## config.mk

```make
export PLATFORM = sky130hd
export DESIGN_NAME = dot_product_top
export DESIGN_NICKNAME = d
export VERILOG_FILES = /design/src/hdl/dot_pkg.sv /design/src/hdl/vector_buffer.sv /design/src/hdl/mac_unit.sv /design/src/hdl/dot_product_unit.sv /design/src/hdl/dot_product_top.sv
export VERILOG_INCLUDE_DIRS = /design/src /design/src/hdl
export SDC_FILE = /design/constraint.sdc
export NUM_CORES = 1
export LEC_CHECK = 0
export BUFFER_PORTS_ARGS = -buffer_cell sky130_fd_sc_hd__buf_2
export CORE_ASPECT_RATIO = 1.5
export CORE_UTILIZATION = 45
export CTS_CLUSTER_DIAMETER = 60
export DETAILED_ROUTE_END_ITERATION = 10
export PLACE_DENSITY = 0.61
export SYNTH_ARGS = -nofsm -noshare
export SYNTH_HDL_FRONTEND = slang
export SYNTH_SLANG_ARGS = --single-unit
```

## constraint.sdc

```tcl
create_clock -name clk -period 12.6 [get_ports clk]
set_clock_uncertainty 0.15 [all_clocks]
set_input_delay 3.15 -clock clk [delete_from_list [all_inputs] [get_ports clk]]
set_output_delay 3.15 -clock clk [all_outputs]
set_load 0.05 [all_outputs]
```

## src/hdl/dot_config.svh

```systemverilog
// Dot product sizing
`ifndef DOT_CONFIG_SVH
`define DOT_CONFIG_SVH

// ----------------------------------------------------------
// Datapath widths
// ----------------------------------------------------------
`define DOT_DATA_WIDTH  8    // One signed vector element
`define DOT_ACCUM_WIDTH 32   // Accumulator and result, wraps on overflow

// ----------------------------------------------------------
// Buffer geometry
// ----------------------------------------------------------
`define DOT_MAX_LEN     16   // Element pairs held on chip
`define DOT_ADDR_WIDTH  4    // Index into the buffer
// One bit wider than the address so a full-length vector fits
`define DOT_LEN_WIDTH   5

`endif

```

## src/hdl/dot_pkg.sv

```systemverilog
// Dot product types
`default_nettype none
`include "dot_config.svh"

package dot_pkg;

    // ----------------------------------------------------------
    // Scalar types
    // ----------------------------------------------------------
    typedef logic signed [`DOT_DATA_WIDTH-1:0]  elem_t;  // Vector element
    typedef logic signed [`DOT_ACCUM_WIDTH-1:0] acc_t;   // Running sum and result
    typedef logic        [`DOT_LEN_WIDTH-1:0]   len_t;   // Length or element count
    typedef logic        [`DOT_ADDR_WIDTH-1:0]  addr_t;  // Buffer index

    // ----------------------------------------------------------
    // Element pair
    // ----------------------------------------------------------
    // One buffer entry, also the MAC operand pair
    typedef struct packed {
        elem_t a;  // Element of vector A
        elem_t b;  // Element of vector B
    } elem_pair_t;

endpackage

`default_nettype wire

```

## src/hdl/vector_buffer.sv

```systemverilog
// Vector element buffer
`timescale 1ns/1ps
`default_nettype none
`include "dot_config.svh"

module vector_buffer (
    input  logic                clk,
    input  logic                rst_n,
    input  logic                wr_en,    // Host write strobe
    input  dot_pkg::addr_t      wr_addr,
    input  dot_pkg::elem_pair_t wr_pair,
    input  logic                start,    // Rewind to entry 0
    input  logic                rd_req,   // Fetch next pair
    output dot_pkg::elem_pair_t rd_pair   // Valid the cycle after rd_req
);
    import dot_pkg::*;

    // ----------------------------------------------------------
    // Storage
    // ----------------------------------------------------------
    elem_pair_t mem [`DOT_MAX_LEN];  // Register array, contents unknown until written
    addr_t      rd_ptr;              // Next entry to fetch

    // Host side, any address at any time
    always_ff @(posedge clk) begin
        if (wr_en) begin
            mem[wr_addr] <= wr_pair;  // Visible to a read one cycle later
        end
    end

    // ----------------------------------------------------------
    // Read pointer
    // ----------------------------------------------------------
    always_ff @(posedge clk or negedge rst_n) begin
        if (!rst_n) begin
            rd_ptr <= '0;
        end else if (start) begin
            rd_ptr <= '0;             // New run reads from the top
        end else if (rd_req) begin
            rd_ptr <= rd_ptr + 1'b1;  // Wraps at DOT_MAX_LEN
        end
    end

    // Fetch stage
    // Registered read, payload only so no reset
    always_ff @(posedge clk) begin
        if (rd_req) begin
            rd_pair <= mem[rd_ptr];
        end
    end

endmodule

`default_nettype wire

```

## src/hdl/mac_unit.sv

```systemverilog
// Two-stage signed MAC
`timescale 1ns/1ps
`default_nettype none
`include "dot_config.svh"

module mac_unit (
    input  logic                clk,
    input  logic                rst_n,
    input  logic                en,         // One-cycle operand strobe
    input  dot_pkg::elem_pair_t op_pair,
    input  dot_pkg::acc_t       accum_in,
    output dot_pkg::acc_t       accum_out   // Holds until the next en
);
    import dot_pkg::*;

    logic signed [2*`DOT_DATA_WIDTH-1:0] prod_full;  // Exact product, no overflow
    acc_t prod_q;    // Stage one product, sign extended
    acc_t addend_q;  // Stage one copy of accum_in
    logic s1_valid;  // Stage one holds fresh operands

    assign prod_full = op_pair.a * op_pair.b;  // Signed by member type

    // ----------------------------------------------------------
    // Stage one
    // ----------------------------------------------------------
    always_ff @(posedge clk) begin
        if (en) begin
            prod_q   <= acc_t'(prod_full);  // Extend to accumulator width
            addend_q <= accum_in;
        end
    end

    always_ff @(posedge clk or negedge rst_n) begin
        if (!rst_n) begin
            s1_valid  <= 1'b0;
            accum_out <= '0;
        end else begin
            s1_valid <= en;                        // Stage two fires once per en
            if (s1_valid) begin
                accum_out <= prod_q + addend_q;    // Stage two, wraps in 32 bits
            end
        end
    end

endmodule

`default_nettype wire

```

## src/hdl/dot_product_unit.sv

```systemverilog
// Dot product sequencer
`timescale 1ns/1ps
`default_nettype none
`include "dot_config.svh"

module dot_product_unit (
    input  logic           clk,
    input  logic           rst_n,
    input  logic           start,                  // Honored in IDLE only
    input  dot_pkg::len_t  vector_length,          // Sampled with start
    output logic           mac_en,
    output dot_pkg::acc_t  accum_in,               // Running sum to the MAC
    input  dot_pkg::acc_t  accum_out,              // MAC result
    output logic           request_next_elements,  // Buffer fetch strobe
    output dot_pkg::acc_t  result_out,
    output logic           result_valid,           // One cycle
    output logic           busy
);
    import dot_pkg::*;

    typedef enum logic [2:0] {
        S_IDLE,
        S_INIT,       // Clear sum and counter
        S_REQUEST,    // Fetch a pair or finish
        S_START_MAC,  // Operands on rd_pair
        S_WAIT_S1,    // MAC stage one
        S_WAIT_S2,    // MAC stage two
        S_CAPTURE,    // Take accum_out
        S_OUTPUT      // Present result
    } state_t;

    state_t state;
    state_t state_nxt;
    acc_t   sum_q;     // Running sum
    len_t   count_q;   // Pairs done so far
    len_t   length_q;  // Latched vector length
    logic   more;      // Pairs still to go

    assign more = (count_q < length_q);

    // ----------------------------------------------------------
    // State register
    // ----------------------------------------------------------
    always_ff @(posedge clk or negedge rst_n) begin
        if (!rst_n) begin
            state <= S_IDLE;
        end else begin
            state <= state_nxt;
        end
    end

    // ----------------------------------------------------------
    // Next state
    // ----------------------------------------------------------
    always_comb begin
        state_nxt = state;  // Hold by default
        case (state)
            S_IDLE: begin
                if (start) begin
                    state_nxt = S_INIT;
                end
            end
            S_INIT:      state_nxt = S_REQUEST;
            S_REQUEST:   state_nxt = more ? S_START_MAC : S_OUTPUT;
            S_START_MAC: state_nxt = S_WAIT_S1;
            S_WAIT_S1:   state_nxt = S_WAIT_S2;
            S_WAIT_S2:   state_nxt = S_CAPTURE;  // accum_out settles at the end of this
            S_CAPTURE:   state_nxt = S_REQUEST;
            S_OUTPUT:    state_nxt = S_IDLE;
            default:     state_nxt = S_IDLE;
        endcase
    end

    // Strobes and levels straight from state
    assign request_next_elements = (state == S_REQUEST) && more;
    assign mac_en                = (state == S_START_MAC);
    assign result_valid          = (state == S_OUTPUT);
    assign busy                  = (state != S_IDLE) && (state != S_OUTPUT);
    assign accum_in              = sum_q;

    // ----------------------------------------------------------
    // Sum, counter and result
    // ----------------------------------------------------------
    always_ff @(posedge clk or negedge rst_n) begin
        if (!rst_n) begin
            sum_q      <= {`DOT_ACCUM_WIDTH{1'b0}};
            count_q    <= '0;
            length_q   <= '0;
            result_out <= {`DOT_ACCUM_WIDTH{1'b0}};
        end else begin
            // Entry to INIT, i.e. start seen in IDLE
            if (state == S_IDLE && start) begin
                sum_q    <= {`DOT_ACCUM_WIDTH{1'b0}};
                count_q  <= '0;
                length_q <= vector_length;
            end
            if (state == S_CAPTURE) begin
                sum_q   <= accum_out;       // Partial sum through this pair
                count_q <= count_q + 1'b1;
            end
            // Load on entry so the value lines up with result_valid
            if (state == S_REQUEST && !more) begin
                result_out <= sum_q;
            end
        end
    end

endmodule

`default_nettype wire

```

## src/hdl/dot_product_top.sv

```systemverilog
// Dot product top level
`timescale 1ns/1ps
`default_nettype none
`include "dot_config.svh"

module dot_product_top (
    input  logic                clk,
    input  logic                rst_n,
    input  logic                wr_en,          // Buffer write port
    input  dot_pkg::addr_t      wr_addr,
    input  dot_pkg::elem_pair_t wr_pair,
    input  logic                start,          // Run pulse
    input  dot_pkg::len_t       vector_length,
    output dot_pkg::acc_t       result_out,
    output logic                result_valid,
    output logic                busy
);
    import dot_pkg::*;

    elem_pair_t rd_pair;   // Fetched operands
    acc_t       accum_in;  // Sequencer sum to MAC
    acc_t       accum_out; // MAC back to sequencer
    logic       rd_req;    // Fetch strobe
    logic       mac_en;
    logic       rewind;    // Start the sequencer will accept

    assign rewind = start & ~busy;  // Keeps the pointer during a run

    // ----------------------------------------------------------
    // Fetch, sequence, MAC
    // ----------------------------------------------------------
    vector_buffer u_buffer (
        .clk(clk), .rst_n(rst_n),
        .wr_en(wr_en), .wr_addr(wr_addr), .wr_pair(wr_pair),
        .start(rewind), .rd_req(rd_req), .rd_pair(rd_pair)
    );

    dot_product_unit u_seq (
        .clk(clk), .rst_n(rst_n),
        .start(start), .vector_length(vector_length),
        .mac_en(mac_en), .accum_in(accum_in), .accum_out(accum_out),
        .request_next_elements(rd_req),
        .result_out(result_out), .result_valid(result_valid), .busy(busy)
    );

    mac_unit u_mac (
        .clk(clk), .rst_n(rst_n),
        .en(mac_en), .op_pair(rd_pair),
        .accum_in(accum_in), .accum_out(accum_out)
    );

endmodule

`default_nettype wire

```

# Yosys cells after proc, flatten, opt, wreduce, memory -nomap -nowiden
# Memory sizes are Yosys's and may differ from the RTL's. A register that Yosys moved wholly into a read port is not among the register bits.
# Index checks and enable logic that the tools add are counted.
[classes]
n_lt_le_gt_ge = 1
n_reduce_logical = 10
add_sub_neg = 3
bitwise = 2
mux = 11
multipliers = 1
n_eq_ne = 9
[ops]
columns = ["cell", "n"]
rows = [
  ["$mux 32", 2],
  ["$add 16x32->32", 1],
  ["$pmux 3 s7", 1],
  ["$mul 8x8->16", 1],
  ["$eq 3x3->1 const B", 4],
  ["$mux 5", 2],
  ["$mux 4", 2],
  ["$eq 3x2->1 const B", 2],
  ["$mux 3", 2],
  ["$add 5x1->5 const B", 1],
  ["$lt 5x5->1", 1],
  ["$add 4x1->4 const B", 1],
  ["$logic_and 1x1->1", 4],
  ["$reduce_bool 2->1", 2],
  ["$eq 3x1->1 const B", 1],
  ["$logic_not 3->1", 1],
  ["$ne 3x3->1 const B", 1],
  ["$reduce_bool 3->1", 1],
  ["$mux 1", 2],
  ["$ne 2x2->1 const B", 1],
  ["$reduce_or 2->1", 1],
  ["$and 1x1->1", 1],
  ["$logic_not 1->1", 1],
  ["$not 1->1", 1],
]
[word_totals]
out_inout_bits = 34
memories = 1
ram_bits = 256
elab_cells = 48
reg_bits = 162
[memory_table]
columns = ["memory", "depth", "width", "read_ports", "rd_clocked_by_memory_dff", "wr", "line_no", "text"]
rows = [
  ["u_buffer.mem", 16, 16, 1, 1, 1, "vector_buffer.sv:21", "elem_pair_t mem [`DOT_MAX_LEN];"],
]

# Longest topological paths before layout
# Gate-level depths: netlist (run 1).
[logic_depth]
depth_word = 5
ltp_mapped = 17
depth_no_buf = 17

# Modules after synthesis
# Synthesis (run 1) repeated with hierarchy kept, for this count alone.
[unflattened]
cells_unflattened = 1490
area_unflattened_um2 = 21295.4
[modules_own_cells]
columns = ["mod", "n_inst", "area_per_inst_um2", "cells_per_inst"]
rows = [
  ["vector_buffer", 1, 10349.9, 447],
  ["mac_unit", 1, 6865.3, 655],
  ["dot_product_unit", 1, 4066.4, 387],
  ["dot_product_top", 1, 13.8, 1],
]

# Least setup slack after synthesis (run 1)
# No wires, ideal clock.
[synth_path]
kind = "input to register"
start = "input wr_addr[2]"
end = "memory u_buffer.mem[0][0] (netlist bit), enable pin"
cell_stages = 2
arrival_time_ns = 4.796
n_path_buf = 0
t_required_ns = 12.041
slack_ns = 7.245
path_cell_list = "or3b_2 > nor3_1"
[synth_rtl]
columns = ["element", "line_no", "text"]
rows = [
  ["start, declared", "dot_product_top.sv:10", "input dot_pkg::addr_t wr_addr,"],
  ["end, declared", "vector_buffer.sv:21", ""],
]
# No word-level cell before the write port.

# Worst setup path in the final report (run 1)
[layout_path]
start = "register u_seq.state[0]"
end = "output busy"
[layout_via]
elab_chain_len = 2
[layout_lines]
columns = ["element", "line_no", "text"]
rows = [
  ["start, declared", "dot_product_unit.sv:32", "state_t state;"],
  ["start signal, assigned", "dot_product_unit.sv:48", "state <= state_nxt;"],
  ["$ne 3x3->1 or $reduce_bool 3->1 (tied branches)", "dot_product_unit.sv:78", "assign busy = (state != S_IDLE) && (state != S_OUTPUT);"],
  ["$logic_and 1x1->1 *", "dot_product_unit.sv:78", ""],
  ["end, declared", "dot_product_top.sv:16", "output logic busy"],
]
# Mark *: on every way between the ends. The rest lies on a longest branch, timed or not.

==> results of run 1 <==
## logic make-up (layout without fill, tap and decap cells)
kind of cell	Yosys count	count (layout)	share of synthesized area
AO/OA/AOI/OAI	257	257	0.08797
XOR/XNOR	39	39	0.01662
adder cells (fa/ha/maj)	122	122	0.09472
buffers and inverters	154	257	0.02995
flip-flops	434	434	0.6063
multiplexers	156	156	0.09959
AND/OR/NAND/NOR	257	257	0.06483
## cell type report
cell class	count	area (µm²)
clock buffer	58	1174
clock inverter	18	125.1
fill	3769	22060
inverter	99	371.6
multi-input combinational	831	7546
sequential	434	12470
tap	582	728.2
timing repair buffer	82	462.9
## placed cells by master (no fill, tap or decap), types with 29 or more instances in the layout
master,count
inv_1,98
mux2i_1,59
fa_1,56
dfrtp_1,113
o21ai_0,55
a21oi_1,48
nand2_1,85
nor2_1,33
buf_2,61
mux2_2,64
a22o_1,35
clkbuf_16,44
ha_1,66
xnor2_1,29
mux4_2,32
edfxtp_1,320
and2_1,49
## layer usage
layer / part of all wire / GRT usage / vias to the layer above / routed length, µm
met1: 0.39 / 0.2142 / 5867 / 16380
li1: - / - / 5395 / -
met5: 0 / 0 / - / 0
met4: 0.032 / 0.07176 / 0 / 1333
met3: 0.032 / 0.02375 / 76 / 1327
met2: 0.54 / 0.3446 / 225 / 22760
## worst paths after layout
path / startpoint / end / slack [ns] / cells past startpoint
setup / recovery: u_seq.state[0] / busy / 7.22 / 4
hold / removal: u_seq.accum_in[19] / u_mac.addend_q[19] / 0.33 / 0
setup reg to reg: u_buffer.rd_pair[2] / u_mac.prod_q[13] / 7.95 / 16
hold reg to reg: u_seq.accum_in[19] / u_mac.addend_q[19] / 0.33 / 0
max in group asynchronous: rst_n / u_buffer.rd_ptr[0] / 8.44 / 2
min in group asynchronous: rst_n / u_seq.result_out[23] / 2.42 / 1
## worst register-to-register path: stages (launching register included)
cell	delay, ns
edfxtp_1	0.51
nand2_1	0.18
inv_1	0.10
fa_1	0.62
inv_1	0.15
fa_1	0.55
inv_1	0.05
fa_1	0.53
inv_1	0.05
fa_1	0.52
inv_1	0.04
ha_1	0.36
and3_1	0.17
a21oi_1	0.15
nand2_1	0.08
nor2_1	0.12
xnor2_1	0.07
## registers in the layout, indices dropped and copies added, names as in the netlist, 16 cells and up
name and flops:
u_mac.accum_out 32, u_seq.accum_in 32, u_mac.addend_q 32, u_buffer.mem 256, u_mac.prod_q 16, u_buffer.rd_pair 16
u_seq.result_out 32
## stage by stage
step	area, µm²	setup WS [ns]	hold slack (ns)	util	cells
2_1_floorplan	20550	7.245	0.2936	-	1419
3_3_place_gp	21570	7.694	0.3100	0.4802	2028
3_5_place_dp	21570	7.613	0.3060	0.4802	2028
4_1_cts	22870	7.186	0.3273	0.5091	2104
5_1_grt	22870	7.135	0.3379	0.5091	2104
6_report	22870	7.224	0.3293	0.5091	2104
==> metrics.csv, run 1 <==
metric;value;unit
Diodes inserted;0;
DR pass1 iterations;5;
CTS tree;built;
area share of the largest cell type after synthesis;0.4675;
Post-Syn Nets;1570;
vias in the first global route;12210;
Post-CTS Setup Repair Bufs;0;
clk sinks;434;
Max Root-Sink Buffers;3;
HPWL after DPL;28.27;mm
Worst Setup End Kind;output pin;
Crit Path Category;flop to output pin;
Core Footprint;44930;µm²
Site Rows;95;
die area;46550;µm²
routability cong.;0.8202;
Vias;11560;
Slew headroom;0.2862;
Critical Path AT;2.08;ns
initial core utilization;0.4574;
Seq/Total Area, Yosys;0.6063;
Skew-Pair Late Insertion Delay;0.55;ns
Primary FF master, synth;edfxtp_1;
Die H;263.7;µm
Area contributors post-synth;edfxtp_1 47%, dfrtp_1 14%, fa_1 5.5%, ha_1 4.0%, mux2_2 3.5%;
Unique masters post-synth;77;
crit-path max cell delay;0.51;ns
io pins;63;
share of cells above drive strength 1;0.1807;
Worst-Margin Slew;1.068;ns
DR iter-0 viols;695;
number of flops mapped to enable cells by yosys;320;
vias per cell;5.496;
initial antenna violation count;0;
fin crit share;0.4267;
critical path required time;9.30;ns
H-tree lvl count;2;
largest net degree at the start of global routing;76;
CTS Hold Bufs;0;
endpoints failing setup;0;
Final Critical Period;5.376;ns
total grt overflow;0;
root buffer cell;clkbuf_16;
DRC Markers;0;
setup TNS;0;ns
delay-heaviest family, CP;simple AND/OR/NAND/NOR gates;
fin. max-slew vios;0;
TritonCTS Buffers;42;
post-synthesis cell area;20550;µm²
most common cell in the netlist;edfxtp_1;
crit-path cells;and3_1 > or2_2 > inv_1 > buf_2;
Hold Crit Class;flop to flop;
Post-Synthesis Cells;1419;
Die Width;176.5;µm
cells resized by post-CTS repair;0;
outcome;completed;
RSZ-0062 raised after global routing;no;
Synthesis Warnings;0;
asr flop ratio synth;0.2627;
commonest cells in the netlist;320 x edfxtp_1, 114 x dfrtp_1, 98 x inv_1, 85 x nand2_1, 66 x ha_1;
Final Hold Vio Count;0;
clock slew at reported path FFs;0.06;ns
Bufs and invs on worst path;2;
Startpoint Class;flop;
Max Clock Freq;186.0;MHz
dominant cell type by area after synthesis;edfxtp_1;
max_cap viols;0;
first-pass GRT wire length;66.74;mm
Syn-to-layout area delta;11.29;%
DRT antenna net count;0;
Yosys reg bits;434;
routed wire length;41.80;mm
Total Routing Usage GR;0.1858;
post-DR wirelength/cell;19.87;µm
Synth Area per Inst;14.48;µm²
slowest library cell on the worst path;dfrtp_1;
worst-path fanout max;10;
Final nets;1641;
IO Port Bufs;62;
Power of run 1 is left out: the tool's default activity adds up to more than one toggle a clock period on the data nets, which glitch-free logic cannot reach.
==> inputs of run 2 (changes only) <==
==> constraint.sdc (replaced) <==
create_clock -name clk -period 5.1 [get_ports clk]
set_clock_uncertainty 0.15 [all_clocks]
set_input_delay 1.275 -clock clk [delete_from_list [all_inputs] [get_ports clk]]
set_output_delay 1.275 -clock clk [all_outputs]
set_load 0.05 [all_outputs]
==> run 2 against run 1 <==
Global-route usage is 0.12 points higher. Register-to-register slack got worse by 7.5 ns. Sequential share of layout area fell by 0.43 points. Largest cell class unchanged. Utilization grew 0.40 points. Die area is the same. Routed wire length up 0.74%. Clock-buffer cell count fell by 6. Worst hold slack worse by 0.0036 ns. Critical path depth increased by 11. Non-clock buffer count grew 7. Critical endpoint is now u_mac.prod_q[15]. Worst setup slack lost 6.8 ns. Highest routed layer unchanged. Design area grew 0.79%.
==> metrics.csv, run 2 (synthesized netlist as in run 1, its figures left out) <==
metric;value;unit
Vias;11600;
Die Width;176.5;µm
Slew headroom;0.3195;
CTS Hold Bufs;0;
commonest non-fill, non-tap cell in the layout;edfxtp_1;
Final nets;1648;
Core Footprint;44930;µm²
clock slew at reported path FFs;0.06;ns
share of cells above drive strength 1;0.1843;
most flop-heavy register;u_buffer.mem;
total grt overflow;0;
met2 Use GR;0.3484;
worst-path fanout max;8;
TritonCTS Buffers;42;
CTS tree;built;
vias in the first global route;12230;
Largest register FFs;256;
Site Rows;95;
max_cap viols;0;
Crit Path Category;flop to flop;
fin crit share;0.9124;
cells resized by post-CTS repair;0;
RSZ-0062 raised after global routing;no;
Syn-to-layout area delta;12.17;%
global routing's busiest layer;met2;
Final Hold Vio Count;0;
initial core utilization;0.4574;
Max Root-Sink Buffers;3;
Startpoint Class;flop;
root buffer cell;clkbuf_16;
Worst-Margin Slew;1.018;ns
DRC Markers;0;
vias per cell;5.502;
DR iter-0 viols;654;
endpoints failing setup;0;
met1 usage;0.2129;
Worst Setup End Kind;flop;
IO Port Bufs;62;
Post-CTS Setup Repair Bufs;0;
routability cong.;0.8530;
die area;46550;µm²
routed wire length;42.11;mm
DRT antenna net count;0;
met3 GRT Util;0.02576;
DR pass1 iterations;5;
Die H;263.7;µm
first-pass GRT wire length;67.12;mm
Critical Path AT;4.78;ns
Skew-Pair Late Insertion Delay;0.55;ns
initial antenna violation count;2;
outcome;completed;
H-tree lvl count;2;
highest-count cells in the layout ignoring fill and taps;320 x edfxtp_1, 113 x dfrtp_1, 98 x inv_1, 85 x nand2_1, 66 x ha_1;
fin. max-slew vios;0;
Max Clock Freq;214.9;MHz
Total Routing Usage GR;0.1870;
io pins;63;
Hold Crit Class;flop to flop;
setup TNS;0;ns
largest net degree at the start of global routing;64;
Final Critical Period;4.653;ns
HPWL after DPL;28.06;mm
critical path required time;5.23;ns
post-DR wirelength/cell;19.97;µm
clk sinks;434;
==> run 2: worst max-delay path, stage by stage (launching register included) <==
cell	delay [ns]
edfxtp_1	0.50
nand2_1	0.17
inv_1	0.09
fa_1	0.61
inv_1	0.15
fa_1	0.55
inv_1	0.05
fa_1	0.53
inv_1	0.05
fa_1	0.53
inv_1	0.04
ha_1	0.36
and3_1	0.17
a21oi_1	0.16
a31oi_1	0.13
xnor2_1	0.15
==> run 2: final timing paths <==
kind                                          start                   end  slack (ns)  cells past startpoint
worst max-delay path            u_buffer.rd_pair[2]      u_mac.prod_q[15]        0.45                     15
worst min-delay path             u_seq.accum_in[28]    u_mac.addend_q[28]        0.33                      0
worst max register to register  u_buffer.rd_pair[2]      u_mac.prod_q[15]        0.45                     15
worst min register to register   u_seq.accum_in[28]    u_mac.addend_q[28]        0.33                      0
max in group asynchronous                     rst_n  u_seq.result_out[12]        3.38                      2
min in group asynchronous                     rst_n  u_seq.result_out[23]        0.62                      1
==> run 2: cell type report <==
class                   instances  area (µm²)
fillers                      3829       21880
multi-input cells             831        7546
flip-flops and latches        434       12470
clock inverters                20       277.8
inverters                      99       371.6
clock buffers                  52        1120
diodes                          2       5.005
well taps                     582       728.2
repair buffers                 89       540.5
==> run 2: layer usage <==
layer | part of all wire | up-vias
li1 | - | 5434
met1 | 0.38 | 5861
met2 | 0.55 | 228
met3 | 0.035 | 81
met4 | 0.035 | 0
met5 | 0 | -
==> run 2: stage by stage <==
| step | worst slack, ns | std cells | hold slack (ns) | cell area [µm²] | utilization |
|---|---|---|---|---|---|
| after CTS | 0.4156 | 2107 | 0.3266 | 23050 | 0.5130 |
| after floorplan | 0.7277 | 1419 | 0.2936 | 20550 | - |
| final | 0.4466 | 2109 | 0.3257 | 23050 | 0.5131 |
| after global routing | 0.1960 | 2108 | 0.3437 | 23050 | 0.5131 |
| after detailed placement | 0.4071 | 2035 | 0.3118 | 21650 | 0.4819 |
| after global placement | 0.5020 | 2035 | 0.3088 | 21650 | 0.4819 |
Power of run 2 is left out for the same reason.
==> inputs of run 3 (changes only) <==
--- a/config.mk
+++ b/config.mk
@@ -7,11 +7,11 @@
 export NUM_CORES = 1
 export LEC_CHECK = 0
 export BUFFER_PORTS_ARGS = -buffer_cell sky130_fd_sc_hd__buf_2
-export CORE_ASPECT_RATIO = 1.5
-export CORE_UTILIZATION = 45
+export CORE_ASPECT_RATIO = 1.2
+export CORE_UTILIZATION = 30
 export CTS_CLUSTER_DIAMETER = 60
 export DETAILED_ROUTE_END_ITERATION = 10
-export PLACE_DENSITY = 0.61
+export PLACE_DENSITY = 0.44
 export SYNTH_ARGS = -nofsm -noshare
 export SYNTH_HDL_FRONTEND = slang
 export SYNTH_SLANG_ARGS = --single-unit
==> run 3 against run 2 <==
Critical path depth decreased by 1. Routed wire length up 12%. Maximum frequency grew 0.51%. Die area increased by 49%. Register-to-register slack better by 0.02 ns. Sequential cell count unchanged. Clock-buffer cell count rose by 13. Design area increased by 2.7%. Global-route usage down 4.9 points. Sequential share of layout area is 1.4 points lower. Final cell count rose by 16%.
==> metrics.csv, run 3 (synthesized netlist as in run 1, its figures left out) <==
metric;value;unit
io pins;63;
clk sinks;434;
endpoints failing setup;0;
Bufs and invs on worst path;5;
IO Port Bufs;62;
routability cong.;0.8226;
Skew-Pair Late Insertion Delay;0.60;ns
CP most frequent cell;inv_1;
die area;69570;µm²
fin. max-slew vios;0;
TritonCTS Buffers;49;
Hold Crit Class;flop to flop;
root buffer cell;clkbuf_16;
Die H;288.7;µm
Core Footprint;67400;µm²
DR iter-0 viols;547;
max_cap viols;0;
initial antenna violation count;3;
Largest register FFs;256;
delay-heaviest family, CP;adder cells;
Post-CTS Setup Repair Bufs;0;
outcome;completed;
crit-path cells;nand2_1 > inv_1 > fa_1 > inv_1 > fa_1 > inv_1 > fa_1 > inv_1 > fa_1 > inv_1 > ha_1 > a21o_1 > a31oi_1 > o311ai_1;
Max Clock Freq;216.0;MHz
first-pass GRT wire length;73.28;mm
largest net degree at the start of global routing;75;
hold depth;0;
DRT antenna net count;0;
clock slew at reported path FFs;0.06;ns
fin crit share;0.9078;
Site Rows;104;
HPWL after DPL;29.32;mm
commonest non-fill, non-tap cell in the layout;edfxtp_1;
Max Root-Sink Buffers;3;
initial core utilization;0.3049;
setup TNS;0;ns
Crit Path Category;flop to flop;
critical path required time;5.26;ns
worst-path fanout max;8;
CTS Hold Bufs;0;
Worst path depth;14;
highest-count cells in the layout ignoring fill and taps;320 x edfxtp_1, 112 x dfrtp_1, 98 x inv_1, 85 x nand2_1, 66 x ha_1;
share of cells above drive strength 1;0.1918;
DR pass1 iterations;4;
Final Critical Period;4.630;ns
Startpoint Class;flop;
Slew headroom;0.3369;
Vias;11580;
post-DR wirelength/cell;19.26;µm
Worst Setup End Kind;flop;
Place WS;0.4470;ns
Worst-Margin Slew;0.9914;ns
routed wire length;46.99;mm
Worst Reg2Reg Path Length in Cells;14;
H-tree lvl count;2;
Worst Setup Slack, final;0.4701;ns
DRC Markers;0;
Die Width;240.9;µm
total grt overflow;0;
Total Routing Usage GR;0.1382;
RSZ-0062 raised after global routing;no;
CTS tree;built;
slowest library cell on the worst path;fa_1;
Final Hold Vio Count;0;
Critical Path AT;4.79;ns
Final nets;1650;
final hold slack;0.3199;ns
vias per cell;4.745;
Syn-to-layout area delta;15.19;%
crit-path max cell delay;0.61;ns
vias in the first global route;12260;
cells resized by post-CTS repair;0;
most flop-heavy register;u_buffer.mem;
-- run 3: cell types whose count changed in the layout (fill, tap and decap cells not counted), sizes merged --
cell      delta
bufinv       -3
clkinv       +5
diode        -1
buf          -5
clkinvlp     +3
clkbuf      +13
-- run 3: area by class of cell --
| type | count | area (µm²) |
|---|---|---|
| fillers | 6607 | 43730 |
| well taps | 901 | 1127 |
| clock inverters | 25 | 286.5 |
| flip-flops and latches | 434 | 12470 |
| repair buffers | 84 | 490.5 |
| multi-input cells | 831 | 7584 |
| diodes | 1 | 2.502 |
| inverters | 99 | 371.6 |
| clock buffers | 65 | 1348 |
-- run 3: metrics by stage --
step	util	cells	area, µm²
after global placement	0.3270	2349	22040
after detailed placement	0.3270	2349	22040
final	0.3513	2440	23680
after global routing	0.3512	2439	23670
after CTS	0.3512	2439	23670
after floorplan	-	1419	20550
-- run 3: per-layer routing --
layer | vias to the layer above | part of all wire | global-route usage
met4 | 4 | 0.021 | 0.03687
met1 | 5904 | 0.44 | 0.1690
met3 | 68 | 0.031 | 0.02495
met2 | 147 | 0.51 | 0.2480
met5 | - | 0.00047 | 0
li1 | 5454 | - | -
-- run 3: worst register-to-register path, cell delays in order, from the launching register on --
cell      delay, ns
edfxtp_1       0.50
nand2_1        0.16
inv_1          0.09
fa_1           0.61
inv_1          0.15
fa_1           0.55
inv_1          0.05
fa_1           0.52
inv_1          0.05
fa_1           0.53
inv_1          0.04
ha_1           0.36
a21o_1         0.20
a31oi_1        0.22
o311ai_1       0.14
-- run 3: final timing paths --
kind | slack [ns] | startpoint | endpoint
min | 0.32 | u_seq.accum_in[0] | u_mac.addend_q[0]
min in group asynchronous | 0.62 | rst_n | u_seq.accum_in[21]
min reg2reg | 0.32 | u_seq.accum_in[0] | u_mac.addend_q[0]
max in group asynchronous | 3.26 | rst_n | u_buffer.rd_ptr[0]
max | 0.47 | u_buffer.rd_pair[15] | u_mac.prod_q[14]
max reg2reg | 0.47 | u_buffer.rd_pair[15] | u_mac.prod_q[14]
Power of run 3 is left out for the same reason.
